### src/zx81_mem_pkg.sv
`default_nettype none

package zx81_mem_pkg;

	// ========================================================================
	// Machine configuration
	// ========================================================================
	typedef enum logic {
		MACHINE_ZX81 = 1'b0,
		MACHINE_ZX80 = 1'b1
	} machine_t;

	typedef enum logic [1:0] {
		RAM_1K  = 2'd0,
		RAM_16K = 2'd1,
		RAM_32K = 2'd2,
		RAM_48K = 2'd3
	} ram_size_t;

	// .o files are ZX80, .p files are ZX81
	typedef enum logic {
		TAPE_O = 1'b0,
		TAPE_P = 1'b1
	} tape_format_t;

	typedef enum logic [1:0] {
		LOAD_IDLE = 2'd0,
		LOAD_COPY = 2'd1,
		LOAD_WAIT = 2'd2
	} loader_state_t;

	// Bus widths
	localparam int CPU_ADDR_W  = 16;
	localparam int RAM_ADDR_W  = 16;
	localparam int TAPE_ADDR_W = 14;
	localparam int DATA_W      = 8;

	// ========================================================================
	// ROM load routine trap
	// ========================================================================
	localparam logic [CPU_ADDR_W-1:0] TRAP_ENTRY_ZX81 = 16'h0347;
	localparam logic [CPU_ADDR_W-1:0] TRAP_ENTRY_ZX80 = 16'h0207;
	localparam logic [CPU_ADDR_W-1:0] TRAP_END_ZX81   = 16'h03C3;
	localparam logic [CPU_ADDR_W-1:0] TRAP_END_ZX80   = 16'h024D;

	// .p data skips the system variables below 4009h
	localparam logic [RAM_ADDR_W-1:0] LOAD_BASE_P = 16'h4009;
	localparam logic [RAM_ADDR_W-1:0] LOAD_BASE_O = 16'h4000;

	localparam int PATCH_LEN = 7;

	// Relative offset of the JR NC back onto the NOP/SCF byte
	localparam logic [DATA_W-1:0] JR_LOOP_OFS = 8'hFD;
	// Return into the ROM after the load, 0207h or 0203h
	localparam logic [DATA_W-1:0] JP_LO_ZX81  = 8'h07;
	localparam logic [DATA_W-1:0] JP_LO_ZX80  = 8'h03;
	localparam logic [DATA_W-1:0] JP_HI       = 8'h02;

	typedef enum logic [7:0] {
		OP_NOP   = 8'h00,
		OP_JR_NC = 8'h30,
		OP_SCF   = 8'h37,
		OP_XOR_A = 8'hAF,
		OP_JP    = 8'hC3
	} z80_op_t;

endpackage

`default_nettype wire

### src/ram_arbiter.sv
`default_nettype none

module ram_arbiter (
	input  logic                                clk_sys,
	input  logic                                reset,
	input  logic                                loading,
	input  logic                                ld_req,
	input  logic [zx81_mem_pkg::RAM_ADDR_W-1:0] ld_addr,
	input  logic [zx81_mem_pkg::DATA_W-1:0]     ld_data,
	input  logic [zx81_mem_pkg::RAM_ADDR_W-1:0] map_addr,
	input  logic                                map_hit,
	input  logic                                cpu_rd,
	input  logic                                cpu_wr,
	input  logic [zx81_mem_pkg::DATA_W-1:0]     cpu_wdata,
	input  logic                                patch_hit,
	input  logic [zx81_mem_pkg::DATA_W-1:0]     patch_data,
	input  logic [zx81_mem_pkg::DATA_W-1:0]     mem_rdata,
	output logic [zx81_mem_pkg::RAM_ADDR_W-1:0] mem_addr,
	output logic                                mem_we,
	output logic [zx81_mem_pkg::DATA_W-1:0]     mem_wdata,
	output logic [zx81_mem_pkg::DATA_W-1:0]     cpu_rdata,
	output logic                                cpu_rvalid
);
	import zx81_mem_pkg::*;

	typedef enum logic [1:0] {
		SRC_FF    = 2'd0,
		SRC_RAM   = 2'd1,
		SRC_PATCH = 2'd2
	} rd_src_t;

	rd_src_t           rd_src;
	logic [DATA_W-1:0] patch_q;
	logic              cpu_ok;
	logic              cpu_we;

	// Loader always wins, CPU is locked out for the whole load
	assign cpu_ok = map_hit & ~loading & ~ld_req;
	assign cpu_we = cpu_wr & cpu_ok;

	assign mem_addr  = ld_req ? ld_addr : map_addr;
	assign mem_wdata = ld_req ? ld_data : cpu_wdata;
	assign mem_we    = ld_req | cpu_we;

	always_ff @(posedge clk_sys) begin
		if (reset)
			cpu_rvalid <= 1'b0;
		else
			cpu_rvalid <= cpu_rd;
	end

	// Remember where the reply comes from, RAM data arrives next cycle
	always_ff @(posedge clk_sys) begin
		if (cpu_rd) begin
			patch_q <= patch_data;
			if (patch_hit)
				rd_src <= SRC_PATCH;
			else if (cpu_ok)
				rd_src <= SRC_RAM;
			else
				rd_src <= SRC_FF;
		end
	end

	always_comb begin
		case (rd_src)
			SRC_RAM:   cpu_rdata = mem_rdata;
			SRC_PATCH: cpu_rdata = patch_q;
			default:   cpu_rdata = 8'hFF;
		endcase
	end

endmodule

`default_nettype wire

### config.mk
export PLATFORM = sky130hd
export DESIGN_NAME = ram_arbiter
export DESIGN_NICKNAME = d
export VERILOG_FILES = /design/src/zx81_mem_pkg.sv /design/src/ram_arbiter.sv
export SDC_FILE = /design/constraint.sdc
export NUM_CORES = 1
export LEC_CHECK = 0
export BUFFER_PORTS_ARGS = -buffer_cell sky130_fd_sc_hd__buf_2
export CAP_MARGIN = 20
export CORE_ASPECT_RATIO = 0.75
export CORE_UTILIZATION = 32
export DETAILED_ROUTE_END_ITERATION = 8
export GPL_TIMING_DRIVEN = 0
export MAX_ROUTING_LAYER = met4
export PLACE_DENSITY = 0.79
export SLEW_MARGIN = 25
export SYNTH_ARGS = -nofsm -noshare
export SYNTH_HDL_FRONTEND = slang
export SYNTH_SLANG_ARGS = --single-unit
### constraint.sdc
create_clock -name clk_sys -period 1.35 [get_ports clk_sys]
set_clock_uncertainty 0.15 [all_clocks]
set_input_delay 0 -clock clk_sys [delete_from_list [all_inputs] [get_ports clk_sys]]
set_output_delay 0 -clock clk_sys [all_outputs]
set_load 0.02 [all_outputs]
# --- After elaboration in Yosys (flattened, before gate mapping) ---
# Cells that the tools add are included.
word_totals:
  latchBits: 0
  word_cells: 15
  regBits: 11
  mem_bits_rw: 0
  n_memories: 0
  mem_bits_ro: 0
classes:
  n_eq_ne: 2
  n_shift: 0
  n_bitwise: 6
  add_sub_neg: 0
  reduce_logical: 0
  muxes: 4
  n_lt_le_gt_ge: 0
  multipliers: 0
  div_mod_pow: 0
ops:
  columns: ["operator", "n"]
  rows:
  - ["two-way mux 16 bit", 1]
  - ["one-hot mux 8 bit (2 select lines)", 1]
  - ["two-way mux 8 bit", 1]
  - ["bitwise AND 1 bit", 3]
  - ["== test 2 x 1 -> 1 bit (second input constant)", 1]
  - ["== test 2 bit (second input constant)", 1]
  - ["NOT 1 bit", 2]
  - ["two-way mux 1 bit", 1]
  - ["bitwise OR 1 bit", 1]

# --- Longest topological paths before layout ---
# Gate-level depths: netlist of run 1.
depth:
  ltp_word: 5
  mapped_depth: 4
  depth_no_buf: 3

# --- Least setup slack after synthesis of run 1 ---
# OpenSTA, ideal clock, no wires.
synth_timing:
  path_kind: "reg-to-output"
  from: "reg rd_src[0]"
  to: "out cpu_rdata[0] (netlist bit)"
  stages_incl_launch_ff: 5
  path_buffers: 1
  path_slack_ns: 0.046
  arrival_time_ns: 1.154
  cell_sequence: "edfxtp_1 > inv_1 > ha_1 > clkbuf_1 > a221o_1"
synth_via:
  elab_chain_cells: 2
  word_cells_on_any_way: 3
  classes_between: "eq/ne (2); mux (1)"
synth_lines:
  columns: ["item", "line", "source"]
  rows:
  - ["start, declared", "ram_arbiter.sv:32", "rd_src_t rd_src;"]
  - ["start signal, assigned", "ram_arbiter.sv:57", "rd_src <= SRC_PATCH;"]
  - ["start signal, assigned", "ram_arbiter.sv:59", "rd_src <= SRC_RAM;"]
  - ["start signal, assigned", "ram_arbiter.sv:61", "rd_src <= SRC_FF;"]
  - ["== test 2 bit or == test 2 x 1 -> 1 bit (tied branches)", "ram_arbiter.sv:66", "case (rd_src)"]
  - ["one-hot mux 8 bit (2 select lines) (*)", "ram_arbiter.sv:66", null]
  - ["end, declared", "ram_arbiter.sv:21", "output logic [zx81_mem_pkg::DATA_W-1:0] cpu_rdata,"]
# Mark *: on every way between the ends. The rest lies on a longest branch, timed or not.

# --- Worst setup path after layout of run 1 ---
layout_timing:
  from: "reg rd_src[0]"
  to: "out cpu_rdata[7] (netlist bit)"
# Same word-level chain as after synthesis.

==> results.toml, run 1 <==
[final_layout]
multi_input_area_um2 = 507
drive_gt1_share_pct = 79.0
diodes = 0
area.sequential_um2 = 320
nNetsFinal = 251
final_common_cell = "buf_2"
fill_cells = 203
area_growth_pct = 90.1
final_cell_mix = "buf_2, mux2_4, dlygate4sd3_1"

[cts]
cts_tree = "done"
clk_pin_slew_ns = 0.06
clockBufferDepth = 2
htreeDepth = 1
cts.sinks = 11
postCtsSetupRepairBufs = 0
numCtsBuffers = 3
cts_root_buffer = "clkbuf_4"

[grt]
grt_pass1_wl_um = 3590
antenna_found_initial = 0
grt_max_degree = 11
grtUsageTotal_pct = 16.1
grt_pass1_vias = 861
gr-total-overflow = 0

[routing]
drtIter0Drc = 16
wl_per_cell_um = 11.8
remaining_drc_errors = 0
vias = 920
via_per_inst = 4.34
drtPass1Iterations = 4
wirelength_um = 2500
ant_nets = 0

[worst_setup_path]
cp.required_ns = 1.20
path_max_fanout = 8
crit_type = "reg2out"
arrival_ns = 1.42
crit_start = "rd_src[0]$_SDFFCE_PP0P_"
worstSetupEndpointType = "primary output"
startpoint_type = "flop"

[pwr]
switchingPower_uw = 375
p_per_area_mw_per_mm2 = 736
clkPwrFrac_pct = 16.8
p_sw_share_pct = 30.6
p_leak_nw = 0.869
p_int_uw = 850
p_seq_share_pct = 33.6
pwr-share-comb_pct = 49.7
total_power_mw = 1.23
vdd_drop_max_uv = 257

[place]
io_buffers = 104
dpl.hpwl_um = 2010
place_congestion = 0.760
dp_slack_ns = -0.0851

[status]
status = "finished with violations"
violations = "negative setup slack"

[die]
initial_utilization_pct = 33.7
die_x_um = 62.4
pin_count = 106
fp.dieH_um = 47.3
std_cell_rows = 16
die_area_mm2 = 0.00295
coreArea_mm2 = 0.00260

[synthesis]
postSynthRegisterBits = 11
yosysTopAreaCellShare_pct = 34.3
avgSynthCellArea_um2 = 15.4
synth_area_leaders = "edfxtp_1, mux2_4, a221o_1"
yosysSeqAreaShare_pct = 36.6
synth_warnings = 0
synth_nets = 131
synth_top_area_cell = "edfxtp_1"
synth_cells = 57
synth_cell_types = 14
netlist_area_um2 = 876

[timing]
tightest_slew_ns = 0.460
fin_tns_setup_ns = -1.69
rsz0062_at_grt = "yes"
drv_slew = 0
layout_min_cycle_time_ns = 1.57
fin_ws_ns = -0.219
slew-limit-headroom_pct = 69.2
timing.fmax_mhz = 637
setup_violations = 8
finalHoldViolCount = 0
period_share_pct = 116
whs_ns = 0.0827

[run]
maxCapViolCount = 0

[hold_path]
hp-class = "in2reg"
hold_start = "ld_req"
[final timing paths]
check | depth (start not counted) | slack, ns | endpoint
max | 4 | -0.22 | cpu_rdata[7]
min | 3 | 0.08 | rd_src[0]$_SDFFCE_PP0P_
[state kept, by name, summed over array words and instances (netlist names)]
name        flops
rd_src          2
cpu_rvalid      1
patch_q         8
[layer usage]
layer | vias to the layer above | track usage [%] | routed length [um]
li1 | 464 | - | -
met5 | - | - | 0
met2 | 57 | 30.9 | 1350
met4 | 0 | 5.58 | 0
met3 | 0 | 1.94 | 199
met1 | 399 | 17.9 | 950
[layout make-up]
| type | count | area share [%] |
|---|---|---|
| multi-input combinational | 37 | 30.4 |
| timing repair buffer | 118 | 42.3 |
| tap | 36 | 2.70 |
| clock buffer | 4 | 1.58 |
| sequential | 11 | 19.2 |
| inverter | 3 | 0.676 |
| buffer | 3 | 3.08 |
[repair_timing]
item | 4_1_cts | 5_1_grt
hold buffers | 14 | 0
pin swaps | 0 | 1
endpoints found under the hold margin | 21 | 0
gates cloned | 0 | 0
gates resized for setup | 4 | 15
endpoints found under the setup margin | 8 | 8
[power groups by stage]
stage	sequential, mW	combinational, mW	clock [mW]
6_report	0.411	0.609	0.205
5_1_grt	0.414	0.646	0.230
4_1_cts	0.410	0.561	0.216
3_5_place_dp	0.416	0.519	0
3_3_place_gp	0.414	0.509	0
2_1_floorplan	0.415	0.314	0
[synthesized netlist by cell type]
cell and n:
buf_1 1, nor2b_1 1, clkbuf_1 2, a31o_2 1
ha_1 2, buf_6 1, mux2_2 6, mux2_4 18
buf_12 2, edfxtp_1 10, inv_1 3, nor4b_4 1
dfxtp_1 1, a221o_1 8
[stage by stage]
stage          cell area (um2)  util, %  std cells
3_3_place_gp              1440     55.4        197
4_1_cts                   1610     61.9        212
2_1_floorplan              876        -         57
6_report                  1670     64.0        212
5_1_grt                   1670     64.0        212
3_5_place_dp              1440     55.4        197
[critical path, cell delays in order (launching register included)]
cell and delay (ns):
edfxtp_1 0.44, inv_2 0.09, ha_4 0.21, a221o_1 0.28
buf_6 0.14
[cells by family after synthesis]
group,after synthesis,share of synthesized area (%)
multiplexers,24,38.6
flip-flops,11,36.6
AO/OA/AOI/OAI,9,10.1
buffers and inverters,9,8.43
adder cells (fa/ha/maj),2,2.86
AND/OR/NAND/NOR,2,3.43
No activity file was read; power rests on OpenSTA's default activity.
==> run 2, diff against run 1 <==
--- a/config.mk
+++ b/config.mk
@@ -12,8 +12,7 @@
 export DETAILED_ROUTE_END_ITERATION = 8
 export GPL_TIMING_DRIVEN = 0
 export MAX_ROUTING_LAYER = met4
-export PLACE_DENSITY = 0.79
-export SLEW_MARGIN = 25
+export PLACE_DENSITY_LB_ADDON = 0.08
 export SYNTH_ARGS = -nofsm -noshare
 export SYNTH_HDL_FRONTEND = slang
 export SYNTH_SLANG_ARGS = --single-unit
==> results.toml, run 2 (same netlist as run 1, synthesis figures left out) <==
[cts]
cts_tree = "done"
htreeDepth = 1
postCtsSetupRepairBufs = 0
numCtsBuffers = 3
clk_pin_slew_ns = 0.07
clockBufferDepth = 2
cts_root_buffer = "clkbuf_4"
cts.sinks = 11

[hold_path]
hp-class = "in2reg"
hold_end = "rd_src[0]$_SDFFCE_PP0P_"
hold_start = "ld_req"
whs_path_depth = 3

[grt]
gr-total-overflow = 0
antenna_found_initial = 0
grt_max_degree = 11
grt_pass1_wl_um = 3110
grt_pass1_vias = 746
grtUsageTotal_pct = 14.4

[final_layout]
top_register = "patch_q"
reg_top3 = "patch_q x8, rd_src x2, cpu_rvalid x1"
final_common_cell = "buf_2"
fill_cells = 222
drive_gt1_share_pct = 79.0
nNetsFinal = 251
largest_reg_flops = 8
layout.cells.non_filler = 212
diodes = 0
area_growth_pct = 84.0
fin_area_mm2 = 0.00161
final_cell_mix = "buf_2, mux2_4, dlygate4sd3_1"

[die]
std_cell_rows = 16
pin_count = 106
die_x_um = 62.4
initial_utilization_pct = 33.7
coreArea_mm2 = 0.00260
die_area_mm2 = 0.00295
fp.dieH_um = 47.3

[timing]
rsz0062_at_grt = "yes"
fin_ws_ns = -0.220
drv_slew = 0
layout_min_cycle_time_ns = 1.57
whs_ns = 0.0799
timing.fmax_mhz = 637
setup_violations = 8
finalHoldViolCount = 0
tightest_slew_ns = 0.447
period_share_pct = 116
slew-limit-headroom_pct = 70.1

[worst_setup_path]
path_buf_inv = 2
crit_chain = "inv_1, ha_2, a221o_1, buf_2"
cp.required_ns = 1.20
cp_slowest_stage_delay_ns = 0.39
crit_type = "reg2out"
cp_slowest_cell = "edfxtp_1"
arrival_ns = 1.42
worstSetupEndpointType = "primary output"
path_max_fanout = 8
startpoint_type = "flop"
worst_path_dominant_cell_family = "flip-flops"

[pwr]
clkPwrFrac_pct = 18.3
pwr-share-comb_pct = 47.1
p_sw_share_pct = 31.4
total_power_mw = 1.18
vdd_drop_max_uv = 323
p_int_uw = 809
p_per_area_mw_per_mm2 = 732
p_seq_share_pct = 34.7
p_leak_nw = 0.850
switchingPower_uw = 370

[routing]
ant_nets = 0
via_per_inst = 4.42
vias = 936
drtIter0Drc = 12
wirelength_um = 2300
wl_per_cell_um = 10.9
drtPass1Iterations = 5
remaining_drc_errors = 0

[place]
place_congestion = 0.628
dp.cells = 197
io_buffers = 104
place_area_mm2 = 0.00144
dpl.hpwl_um = 1800

[status]
violations = "negative setup slack"
status = "finished with violations"

[run]
maxCapViolCount = 0
## run 2: per-layer routing
metal	share of wire, %	routed length [um]	vias up	GRT usage (%)
met5	0	0	-	-
li1	-	-	463	-
met4	0.52	12	0	6.98
met1	37	848	420	15.1
met3	7.9	181	2	2.67
met2	55	1260	51	27.2
## run 2: final cells by class
type / instances / area [um2] / area share [%]
timing repair buffer: 118 / 661 / 41.0
multi-input combinational: 37 / 497 / 30.8
sequential: 11 / 320 / 19.9
buffer: 3 / 51.3 / 3.18
tap: 36 / 45.0 / 2.80
clock buffer: 4 / 26.3 / 1.63
inverter: 3 / 11.3 / 0.699
## run 2: worst max-delay path by stage
stage,start,endpoint,slack (ns),cells past startpoint
after floorplan,rd_src[0]$_SDFFCE_PP0P_,cpu_rdata[0],0.05,4
after global placement,rd_src[0]$_SDFFCE_PP0P_,cpu_rdata[2],-0.09,5
after detailed placement,rd_src[0]$_SDFFCE_PP0P_,cpu_rdata[2],-0.10,5
after CTS,rd_src[1]$_SDFFCE_PP1P_,cpu_rdata[2],-0.23,4
after global routing,rd_src[1]$_SDFFCE_PP1P_,cpu_rdata[2],-0.30,4
final,rd_src[1]$_SDFFCE_PP1P_,cpu_rdata[7],-0.22,4
## run 2: power by group through the flow
stage / clock [mW] / combinational [mW] / sequential, mW
after floorplan: 0 / 0.314 / 0.415
after global placement: 0 / 0.510 / 0.414
after detailed placement: 0 / 0.519 / 0.415
after CTS: 0.229 / 0.561 / 0.409
after global routing: 0.251 / 0.593 / 0.411
final: 0.215 / 0.555 / 0.409
## run 2: per-stage QoR
step | setup TNS (ns) | setup WS [ns] | util [%]
floorplan | 0 | 0.0457 | -
global placement | -0.615 | -0.0942 | 55.4
finish | -1.68 | -0.220 | 61.9
detailed placement | -0.740 | -0.102 | 55.4
CTS | -1.78 | -0.231 | 61.9
global route | -2.26 | -0.300 | 61.9
## run 2: timing repair
action	4_1_cts	5_1_grt
endpoints found under the hold margin	21	0
endpoints found under the setup margin	8	8
gates resized for setup	4	0
hold buffers	14	0
