### src/zx81_mem_pkg.sv
`default_nettype none

package zx81_mem_pkg;

	// ========================================================================
	// Machine configuration
	// ========================================================================
	typedef enum logic {
		MACHINE_ZX81 = 1'b0,
		MACHINE_ZX80 = 1'b1
	} machine_t;

	typedef enum logic [1:0] {
		RAM_1K  = 2'd0,
		RAM_16K = 2'd1,
		RAM_32K = 2'd2,
		RAM_48K = 2'd3
	} ram_size_t;

	// .o files are ZX80, .p files are ZX81
	typedef enum logic {
		TAPE_O = 1'b0,
		TAPE_P = 1'b1
	} tape_format_t;

	typedef enum logic [1:0] {
		LOAD_IDLE = 2'd0,
		LOAD_COPY = 2'd1,
		LOAD_WAIT = 2'd2
	} loader_state_t;

	// Bus widths
	localparam int CPU_ADDR_W  = 16;
	localparam int RAM_ADDR_W  = 16;
	localparam int TAPE_ADDR_W = 14;
	localparam int DATA_W      = 8;

	// ========================================================================
	// ROM load routine trap
	// ========================================================================
	localparam logic [CPU_ADDR_W-1:0] TRAP_ENTRY_ZX81 = 16'h0347;
	localparam logic [CPU_ADDR_W-1:0] TRAP_ENTRY_ZX80 = 16'h0207;
	localparam logic [CPU_ADDR_W-1:0] TRAP_END_ZX81   = 16'h03C3;
	localparam logic [CPU_ADDR_W-1:0] TRAP_END_ZX80   = 16'h024D;

	// .p data skips the system variables below 4009h
	localparam logic [RAM_ADDR_W-1:0] LOAD_BASE_P = 16'h4009;
	localparam logic [RAM_ADDR_W-1:0] LOAD_BASE_O = 16'h4000;

	localparam int PATCH_LEN = 7;

	// Relative offset of the JR NC back onto the NOP/SCF byte
	localparam logic [DATA_W-1:0] JR_LOOP_OFS = 8'hFD;
	// Return into the ROM after the load, 0207h or 0203h
	localparam logic [DATA_W-1:0] JP_LO_ZX81  = 8'h07;
	localparam logic [DATA_W-1:0] JP_LO_ZX80  = 8'h03;
	localparam logic [DATA_W-1:0] JP_HI       = 8'h02;

	typedef enum logic [7:0] {
		OP_NOP   = 8'h00,
		OP_JR_NC = 8'h30,
		OP_SCF   = 8'h37,
		OP_XOR_A = 8'hAF,
		OP_JP    = 8'hC3
	} z80_op_t;

endpackage

`default_nettype wire

### src/ram_map.sv
`default_nettype none

module ram_map (
	input  zx81_mem_pkg::ram_size_t             ram_size,
	input  logic [zx81_mem_pkg::CPU_ADDR_W-1:0] cpu_addr,
	input  logic                                cpu_m1,
	output logic [zx81_mem_pkg::RAM_ADDR_W-1:0] map_addr,
	output logic                                map_hit
);
	import zx81_mem_pkg::*;

	logic [1:0]  bank;
	logic [13:0] ofs;
	logic        big_ram;

	assign bank    = cpu_addr[CPU_ADDR_W-1 -: 2];
	assign ofs     = cpu_addr[13:0];
	assign big_ram = (ram_size == RAM_32K) | (ram_size == RAM_48K);

	// 4000h and C000h windows always, 8000h only with 32K or 48K fitted
	assign map_hit = cpu_addr[14] | (big_ram & (bank == 2'b10));

	always_comb begin
		case (ram_size)
			RAM_1K: begin
				map_addr = {6'b010000, ofs[9:0]};
			end
			RAM_16K: begin
				map_addr = {2'b01, ofs};
			end
			RAM_32K: begin
				// C000h mirrors the main 16K
				if (bank == 2'b10)
					map_addr = {2'b10, ofs};
				else
					map_addr = {2'b01, ofs};
			end
			RAM_48K: begin
				// Top bank for data, main 16K mirror for M1
				case (bank)
					2'b10:   map_addr = {2'b10, ofs};
					2'b11:   map_addr = cpu_m1 ? {2'b01, ofs} : {2'b11, ofs};
					default: map_addr = {2'b01, ofs};
				endcase
			end
			default: begin
				map_addr = {2'b01, ofs};
			end
		endcase
	end

endmodule

`default_nettype wire

### config.mk
export PLATFORM = sky130hd
export DESIGN_NAME = ram_map
export DESIGN_NICKNAME = d
export VERILOG_FILES = /design/src/zx81_mem_pkg.sv /design/src/ram_map.sv
export SDC_FILE = /design/constraint.sdc
export NUM_CORES = 1
export LEC_CHECK = 0
export ABC_CLOCK_PERIOD_IN_PS = 800
export BUFFER_PORTS_ARGS = -buffer_cell sky130_fd_sc_hd__buf_4
export CAP_MARGIN = 20
export CORE_AREA = 2 2 39 41
export DETAILED_ROUTE_END_ITERATION = 8
export DIE_AREA = 0 0 41 43
export GPL_ROUTABILITY_DRIVEN = 0
export RECOVER_POWER = 50
export SLEW_MARGIN = 0
export SYNTH_ARGS = -nofsm -noshare
export SYNTH_HDL_FRONTEND = slang
export SYNTH_SLANG_ARGS = --single-unit
### constraint.sdc
create_clock -name vclk -period 0.8
set_input_delay 0.16 -clock vclk [all_inputs]
set_output_delay 0.16 -clock vclk [all_outputs]
set_load 0.01 [all_outputs]
# Word level (Yosys, flattened, before mapping)
# Index checks and enable logic that the tools add are counted.
totals:
  input_bits: 19
  word_cells: 13
  regBits: 0
op_classes:
  n_reduce_logical: 1
  n_eq_ne: 5
  mux: 4
  bitwise_logic: 3
ops:
  columns: ["operator", "n"]
  rows:
  - ["16-bit one-hot mux with 4 select lines", 1]
  - ["16-bit two-way mux", 2]
  - ["16-bit one-hot mux with 2 select lines", 1]
  - ["2-bit equality test (second input constant)", 4]
  - ["2-bit by 1-bit equality test with 1-bit output (second input constant)", 1]
  - ["2-bit logical NOT", 1]
  - ["1-bit bitwise OR", 2]
  - ["1-bit AND", 1]

# Logic depth before layout (Yosys ltp)
# Gate-level depths: netlist of run 1.
logic_depth:
  ltp_word: 4
  ltp_mapped: 2
  depth_no_buf: 2

# Worst setup path after synthesis of run 1
# Ideal clock, no wire load.
synth_path:
  path_type: "in2out"
  from: "input cpu_m1"
  to: "output map_addr[15] in the netlist's numbering"
  path_stages: 2
  t_arrival_ps: 508
  required_time_ps: 640
  path_buffers: 0
  slack_ps: 132
  cell_sequence: "nand2b_1 -> a21oi_1"
synth_between:
  elab_chain_len: 3
synth_lines:
  columns: ["item", "line", "source"]
  rows:
  - ["start, declared", "ram_map.sv:6", "input logic cpu_m1,"]
  - ["16-bit two-way mux", "ram_map.sv:42", "2'b11: map_addr = cpu_m1 ? {2'b01, ofs} : {2'b11, ofs};"]
  - ["16-bit one-hot mux with 2 select lines", "ram_map.sv:40", "case (bank)"]
  - ["16-bit one-hot mux with 4 select lines", "ram_map.sv:24", "case (ram_size)"]
  - ["end, declared", "ram_map.sv:7", "output logic [zx81_mem_pkg::RAM_ADDR_W-1:0] map_addr,"]
# No other way between the ends.

# Worst setup path after layout of run 1
layout_path:
  from: "input ram_size[1]"
  to: "output map_addr[14] in the netlist's numbering"
layout_between:
  elab_chain_len: 2
  word_cells_on_any_way: 5
layout_lines:
  columns: ["item", "line", "source"]
  rows:
  - ["start, declared", "ram_map.sv:4", "input zx81_mem_pkg::ram_size_t ram_size,"]
  - ["2-bit equality test (tied with other cells)", "ram_map.sv:24", null]
  - ["16-bit one-hot mux with 4 select lines (*)", "ram_map.sv:24", null]
# Every way passes the cells marked *; elsewhere a longest branch is shown, timed or not.

==> results.txt, run 1 <==
- Total cell area at the placement stage: 196 um^2
* Top cells by instance count after synthesis: buf_4 (10), nor2b_1 (4), nand2b_1 (2)
* Initial Util: 9.49%
* Final worst slack: -2.09 ps
* FF+latch area: 0 um^2
- In this run the worst hold path is classified as in -> out.
- Top-level port count: 36
* Wire length of the first global-routing pass: 276 um
* Detailed-routing iteration count for the pre-antenna-repair pass: 2
* Static Leakage: 0.122 nW
- Post-Syn Instances: 20
- Count of buffers from port buffering: 16
- Count of warnings emitted by yosys: 0
- The max-slew violation count came to 0.
- Area added between synthesis and finish: 89.5%
- Min cycle time layout: 802 ps
- Setup repair after global routing could not meet its margin everywhere.
- Result of the run: complete, but fails checks
* Post-layout total power: 0.126 mW
- After routing the design area is 249 um^2.
- The detail route stage leaves a number of antenna-violating nets equal to 0.
- Number of flip-flops and latches: 0
- Iter 0 DRT Violations: 1
* Maximum fanout count along the critical path: 3
- In the final design database the tool counted 48 nets.
- The number of hold violations in the final report is 0.
* Number of antenna violations at the first check in global routing: 0
* Number of filler cells placed in the layout: 156
- Post-synth top area share: 57.1%
* Antenna cells: 0
- DR vias: 141
* Post-synth net total: 39
- The critical path is of the in -> out type.
* GR Overflow Total: 0
* Post-synthesis sequential area ratio: 0%
* GRT Util Overall: 2.20%
- After detailed routing, the average wire length per cell comes to 8.65 um.
* Largest area contributor in the netlist: buf_4
* Std cell rows: 14
- Yosys cell types: 7
* Fmax achieved: 1.25 GHz
- From bottom edge to top edge, the die measures 43 um.
* Share of cells above drive strength 1: 77.8%
* Routed wire length: 372 um
* Number of setup violations in the final report: 1
* Vias per Instance: 3.28
* Worst hold path depth: 0
* Horiz. Die Dim: 41 um
- Clock buffer cells: 0
* WP data required: 640 ps
* CP arrival: 640 ps
- By instance count, the leading cell after synthesis is buf_4.
- Top cells by area, synth: buf_4 (57%), nor2b_1 (19%), nand2b_1 (9.5%)
- Sort of element at the end of the critical path: primary output
* Final period util: 100%
- Post-Syn Area per Cell: 6.57 um^2
* Area of the core region: 0.00138 mm^2
* Critical path startpoint category: primary input
* Maximum number of pins on one net before global-route repair: 5
- For the pin with the worst max-slew slack, the measured transition is 107 ps.
* Violations in the final reports: negative setup slack
- The die covers 0.00176 mm^2.
* Worst vdd ir: 0.0619 mV
- In the routed design, unresolved DRC markers number 0.
- Number of global-route vias before repair: 84
- Mapped cell area: 131 um^2
- Hold_ws: 320 ps
- Final sum of negative setup slack: -2.09 ps
* Power per Cell Area: 506 mW/mm^2
- In this run the tightest slew margin relative to its limit is 92.9%.
* Max capacitance violation total: 0
-- cell usage in the layout, fill, tap and decap left out --
cell,count
nor2_4,1
buf_4,13
nand2_4,1
nand2b_4,1
a21oi_2,1
buf_6,3
nand2b_1,1
buf_8,1
nor2b_1,4
or2_1,1
-- worst paths after layout --
| check | endpoint | startpoint | slack, ps |
|---|---|---|---|
| hold / removal | map_addr[1] | cpu_addr[1] | 320 |
| setup / recovery | map_addr[14] | ram_size[1] | -2 |
-- cell families after synthesis --
logic type,share of synthesized area [%]
buf+inv,57.1
compound gates,3.81
simple gates,39.0
-- report_power, final --
group / internal, mW / total, mW / switching, mW
logic: 0.0806 / 0.126 / 0.0453
clock network: 0 / 0 / 0
registers: 0 / 0 / 0
total: 0.0806 / 0.126 / 0.0453
-- worst max-delay path, stage by stage --
cell and delay [ps]:
buf_8 80, nand2_4 50, or2_1 230, buf_6 120
-- metal layers --
layer | vias up | GRT usage, % | wire length [um]
li1 | 65 | - | -
met1 | 59 | 0 | 74
met2 | 17 | 6.25 | 188
met3 | 0 | 0.524 | 109
met4 | 0 | 0.667 | 0
met5 | - | 0 | 0
-- layout make-up --
type               count  area, um^2  share of cell area, %
well taps             16        20.0                   8.04
multi-input cells     10        82.6                   33.2
repair buffers        17         146                   58.8
-- timing repair --
action                                 4_1_cts  5_1_grt
pin swaps                                    1        3
setup buffers                                0        1
gates resized for setup                      4        7
hold buffers                                 0        0
setup endpoints to repair                    6        6
endpoints found under the hold margin        0        0
-- per-stage QoR --
stage / instances / utilization [%] / setup WS [ps]
floorplan: 20 / - / 132
global placement: 42 / 14.2 / -56.0
detailed placement: 42 / 14.2 / -58.6
CTS: 42 / 15.4 / -12.5
global route: 43 / 18.0 / -37.6
finish: 43 / 18.0 / -2.09
(Power assumes the default switching activity.)
==> inputs of run 2 (changes only) <==
Settings changed: ABC_CLOCK_PERIOD_IN_PS 800 to 900.
Clock period 0.8 ns to 0.9 ns, I/O delays scaled along.
==> results.txt, run 2 (same netlist as run 1, synthesis figures left out) <==
- Maximum number of pins on one net before global-route repair: 5 (unchanged)
- The post-placement cell count came to 42 (unchanged).
* Number of buffers inserted for hold repair after clock tree synthesis: 0 (unchanged)
- The count of pins on the block boundary was 36 (unchanged).
- The worst-margin pin slew is 149 ps (+42.4 ps).
* Static Leakage: 0.0996 nW (-18%)
- Area of the core region: 0.00138 mm^2 (unchanged)
- Result of the run: complete, no violations
* Routed wire length: 325 um (-13%)
* WP data required: 720 ps (+80 ps)
- Based on the critical path, the design can be clocked at up to 1.16 GHz.
- Initial Util: 9.49% (unchanged)
- From synthesis to final layout, the design area changed by 51.4%.
- The chip width came to 41 um (unchanged).
- The arrival time of the worst setup path is 680 ps (+40 ps).
* Number of flip-flops and latches: 0 (unchanged)
* Number of filler cells placed in the layout: 160 (+2.6%)
- The first-pass GRT wire length came to 269 um (-2.5%).
- The row count came to 14 (unchanged).
- Number of global-route vias before repair: 77 (-8.3%)
* Worst slew margin relative to its limit: 90.0% (-2.8 points)
* Leading cell type in the layout, fill and taps excluded: buf_4
- Wire per inst: 7.74 um (-11%)
* Number of setup violations in the final report: 0 (-1)
* FF+latch area: 0 um^2 (unchanged)
- In the layout the commonest cells are buf_4 (16), nor2b_1 (4), nand2b_1 (2).
* Final sum of negative setup slack: 0 ps (+2.09 ps)
- Count of buffers from port buffering: 16 (unchanged)
* Clock buffer cells: 0 (unchanged)
* Critical path startpoint category: primary input
- Final period util: 95.9%
- Worst hold path depth: 0 (unchanged)
- The vertical extent of the die came to 43 um (unchanged).
- STA classifies the critical path endpoint as a primary output.
- The path class of the tightest hold or removal check is in -> out.
- The max-slew violation count was 0 (unchanged).
* GR Overflow Total: 0 (unchanged)
- Post-detailed-placement half-perimeter wirelength: 295 um
- Setup repair after global routing left no endpoint under its margin.
- Min cycle time layout: 863 ps
* Layout Cell Area excl Fill: 199 um^2 (-20%)
- Total Die Area: 0.00176 mm^2 (unchanged)
* Post-detailed-route DRC marker count: 0 (unchanged)
- DR vias: 133 (-5.7%)
* Power per Cell Area: 441 mW/mm^2 (-13%)
- The count of nets after finishing came to 47 (-2.1%).
- GRT Util Overall: 2.20% (unchanged)
* Vias per Instance: 3.17 (-3.4%)
- Total cell area at the placement stage: 196 um^2 (unchanged)
- Share of cells above drive strength 1: 65.4% (-12 points)
- Hold_ws: 360 ps (+40.0 ps)
- The startpoint identified for the worst hold timing path is cpu_addr[1].
* Hold worst-path end: map_addr[1]
* Number of antenna violations at the first check in global routing: 0 (unchanged)
* Count of non-filler cells in the finished layout: 42 (-2.3%)
- The maximum net fanout on the critical path is 3 (unchanged).
- The number of DRC markers after the initial detailed-route iteration was 0 (-1).
* Worst Path Class, Setup: in -> out
- The number of max-capacitance violations reported is 0 (unchanged).
- The post-CTS setup repair buffer count came to 0 (unchanged).
- Start point of the critical path: ram_size[1]
- The number of nets still failing antenna checks after routing is 0 (unchanged).
* Antenna cells: 0 (unchanged)
- The multi-input gate area in the final layout is 58.8 um^2 (-29%).
* Worst vdd ir: 0.0431 mV (-30%)
- Detailed-routing iteration count for the pre-antenna-repair pass: 1 (-1)
- Final hold violation count: 0 (unchanged)
## run 2: changes by cell type in the layout (fill, tap and decap cells not counted), sizes merged
cell / change
buf: -1
## run 2: worst max-delay path, stage by stage
cell and delay (ps):
buf_4 90, nand2_1 70, or2_1 200, buf_4 140
## run 2: per-layer routing
| metal | share of wire [%] | track usage (%) | wire length [um] | vias to the layer above |
|---|---|---|---|---|
| met5 | 0 | 0 | 0 | - |
| met4 | 0 | 0.667 | 0 | 0 |
| met3 | 33 | 1.05 | 108 | 0 |
| met2 | 46 | 5.94 | 149 | 17 |
| met1 | 21 | 0 | 67 | 53 |
| li1 | - | - | - | 63 |
## run 2: metrics by stage
stage	setup slack, ps	util (%)	power (mW)
floorplan	192	-	0.0737
global placement	11.1	14.2	0.0874
detailed placement	3.96	14.2	0.0878
CTS	3.72	14.2	0.0879
global route	3.45	14.4	0.0960
finish	37.2	14.4	0.0876
## run 2: worst max-delay path by stage
stage	end	slack, ps
after floorplan	map_addr[15]	190
after global placement	map_addr[13]	10
after detailed placement	map_addr[12]	4
after CTS	map_addr[12]	4
after global routing	map_addr[15]	3
final	map_addr[14]	40
## run 2: final cells by class
type / count / share of cell area (%)
Multi-Input combinational cell: 10 / 29.6
Timing Repair Buffer: 16 / 60.4
Tap cell: 16 / 10.1
## run 2: repair_timing
action / 4_1_cts / 5_1_grt
hold endpoints to repair: 0 / 0
endpoints found under the setup margin: 0 / 5
resized for setup: 0 / 1
## run 2: power breakdown
group	internal (mW)	switching, mW	leakage, nW
sequential	0	0	0
clock	0	0	0
combinational	0.0562	0.0314	0.0996
total	0.0562	0.0314	0.0996
==> inputs of run 3 (changes only) <==
==> constraint.sdc (replaced) <==
create_clock -name vclk -period 0.9
set_input_delay 0.18 -clock vclk [all_inputs]
set_output_delay 0.18 -clock vclk [all_outputs]
set_load 0.05 [all_outputs]
==> results.txt, run 3 (same netlist as run 1, synthesis figures left out) <==
- Result of the run: complete, no violations
- Vias per Instance: 3.26 (+3.0%)
- The filler cell count in the final layout came to 155 (-3.1%).
- The max-slew violation count came to 0 (unchanged).
- Total Die Area: 0.00176 mm^2 (unchanged)
- Sort of element at the end of the critical path: primary output
- Worst vdd ir: 0.0968 mV (+120%)
* FF+latch area: 0 um^2 (unchanged)
- The worst setup slack after layout was 0.0257 ps (-37.2 ps).
- The worst slack at placement was -78.1 ps (-82.0 ps).
- Horiz. Die Dim: 41 um (unchanged)
* Number of buffers inserted for hold repair after clock tree synthesis: 0 (unchanged)
* DR vias: 137 (+3.0%)
- The number of DRC markers after the initial detailed-route iteration was 0 (unchanged).
- The final-report setup violation count came to 0 (unchanged).
- GRT Util Overall: 2.90% (+0.70 points)
- The count of nets after finishing is 47 (unchanged).
* Number of nets with antenna violations after routing: 0 (unchanged)
- Hold Path Class: in -> out
- The count of pins on the block boundary is 36 (unchanged).
- Initial Util: 9.49% (unchanged)
- Post-layout total power: 0.170 mW (+94%)
- Power per Cell Area: 694 mW/mm^2 (+58%)
- Final sum of negative setup slack: 0 ps (unchanged)
* Post-detailed-route DRC marker count: 0 (unchanged)
- The average routed wire per standard cell was 9.40 um (+22%).
- The maximum number of pins on one net before global-route repair was 5 (unchanged).
- The number of port buffers was 16 (unchanged).
* Final period util: 100% (+4.1 points)
* Clock buffer cells: 0 (unchanged)
- Wire length of the first global-routing pass: 372 um (+38%)
* Number of buffers inserted to repair setup after CTS: 0 (unchanged)
* Number of antenna violations at the first check in global routing: 0 (unchanged)
- The via count of the first global-routing pass was 108 (+40%).
* Slew at the pin with the worst max-slew slack: 150 ps (+0.765 ps)
* Routed wire length: 395 um (+22%)
* Worst slew margin relative to its limit: 90.1% (about the same)
* GR Overflow Total: 0 (unchanged)
- Leaving out fill and tap cells, the most frequent cell in the layout is buf_4.
* WP data required: 720 ps (about the same)
* Critical path startpoint category: primary input
* Setup repair after global routing missed its margin: yes
* Area occupied by multi-input gates: 82.6 um^2 (+40%)
* Number of flip-flops and latches: 0 (unchanged)
- The minimum period implied by the final worst setup slack is 900 ps (+37.2 ps).
- Area of the core region: 0.00138 mm^2 (unchanged)
- The number of max-capacitance violations reported is 0 (unchanged).
- Worst Path Class, Setup: in -> out
* Std cell rows: 14 (unchanged)
* Final hold violation count: 0 (unchanged)
- The achievable clock frequency is 1.11 GHz (-4.1%).
- The top cell types in the final layout, fill and taps aside, are buf_4 (11), nor2b_1 (4), buf_6 (4).
* CP arrival: 720 ps (+40 ps)
- Antenna cells: 0 (unchanged)
- The vertical extent of the die came to 43 um (unchanged).
- From synthesis to final layout, the design area changed by 86.7%.
- Maximum fanout count along the critical path: 1 (-2)
- Share of cells above drive strength 1: 76.9% (+12 points)
* Static Leakage: 0.119 nW (+19%)
- Detailed-routing iteration count for the pre-antenna-repair pass: 1 (unchanged)
-- run 3: cell count changes in the layout (fill, tap and decap cells not counted) --
| cell | before | now |
|---|---|---|
| nor2_4 | 0 | 1 |
| buf_6 | 0 | 4 |
| nand2b_1 | 2 | 1 |
| nand2_4 | 0 | 1 |
| buf_4 | 16 | 11 |
| nand2_1 | 1 | 0 |
| buf_8 | 0 | 1 |
| nand2b_4 | 0 | 1 |
| a21oi_2 | 0 | 1 |
| nor2_2 | 1 | 0 |
| a21oi_1 | 1 | 0 |
-- run 3: per-stage QoR --
stage | hold WS, ps | util, % | instance area (um^2) | cells
after floorplan | 505 | - | 135 | 20
after CTS | 360 | 15.7 | 218 | 42
after global placement | 360 | 14.5 | 200 | 42
after global routing | 360 | 17.7 | 245 | 42
after detailed placement | 360 | 14.5 | 200 | 42
final | 360 | 17.7 | 245 | 42
-- run 3: final cells by class --
cell class	count	share of cell area [%]
well taps	16	8.16
repair buffers	16	58.2
multi-input cells	10	33.7
-- run 3: worst max-delay path, stage by stage --
cell and delay (ps):
buf_6 90, nand2b_4 120, a21oi_2 150, buf_6 170
-- run 3: per-layer routing --
layer | wire length [um] | vias to the layer above | track usage [%]
met5 | 0 | - | 0
li1 | - | 63 | -
met2 | 147 | 16 | 5.00
met3 | 117 | 0 | 1.57
met4 | 0 | 0 | 0
met1 | 130 | 58 | 3.16
-- run 3: worst paths after layout --
| check | from | to | slack, ps | cells past startpoint |
|---|---|---|---|---|
| worst max-delay path | cpu_m1 | map_addr[15] | 0.03 | 4 |
| worst min-delay path | cpu_addr[1] | map_addr[1] | 360 | 0 |
-- run 3: power by group --
group	switching, mW	internal, mW	leakage, nW	total, mW
clock	0	0	0	0
combinational	0.0983	0.0720	0.119	0.170
sequential	0	0	0	0
total	0.0983	0.0720	0.119	0.170
-- run 3: repair_timing --
item,in CTS,in global routing
gates resized for setup,5,6
endpoints found under the setup margin,6,2
pin swaps,1,3
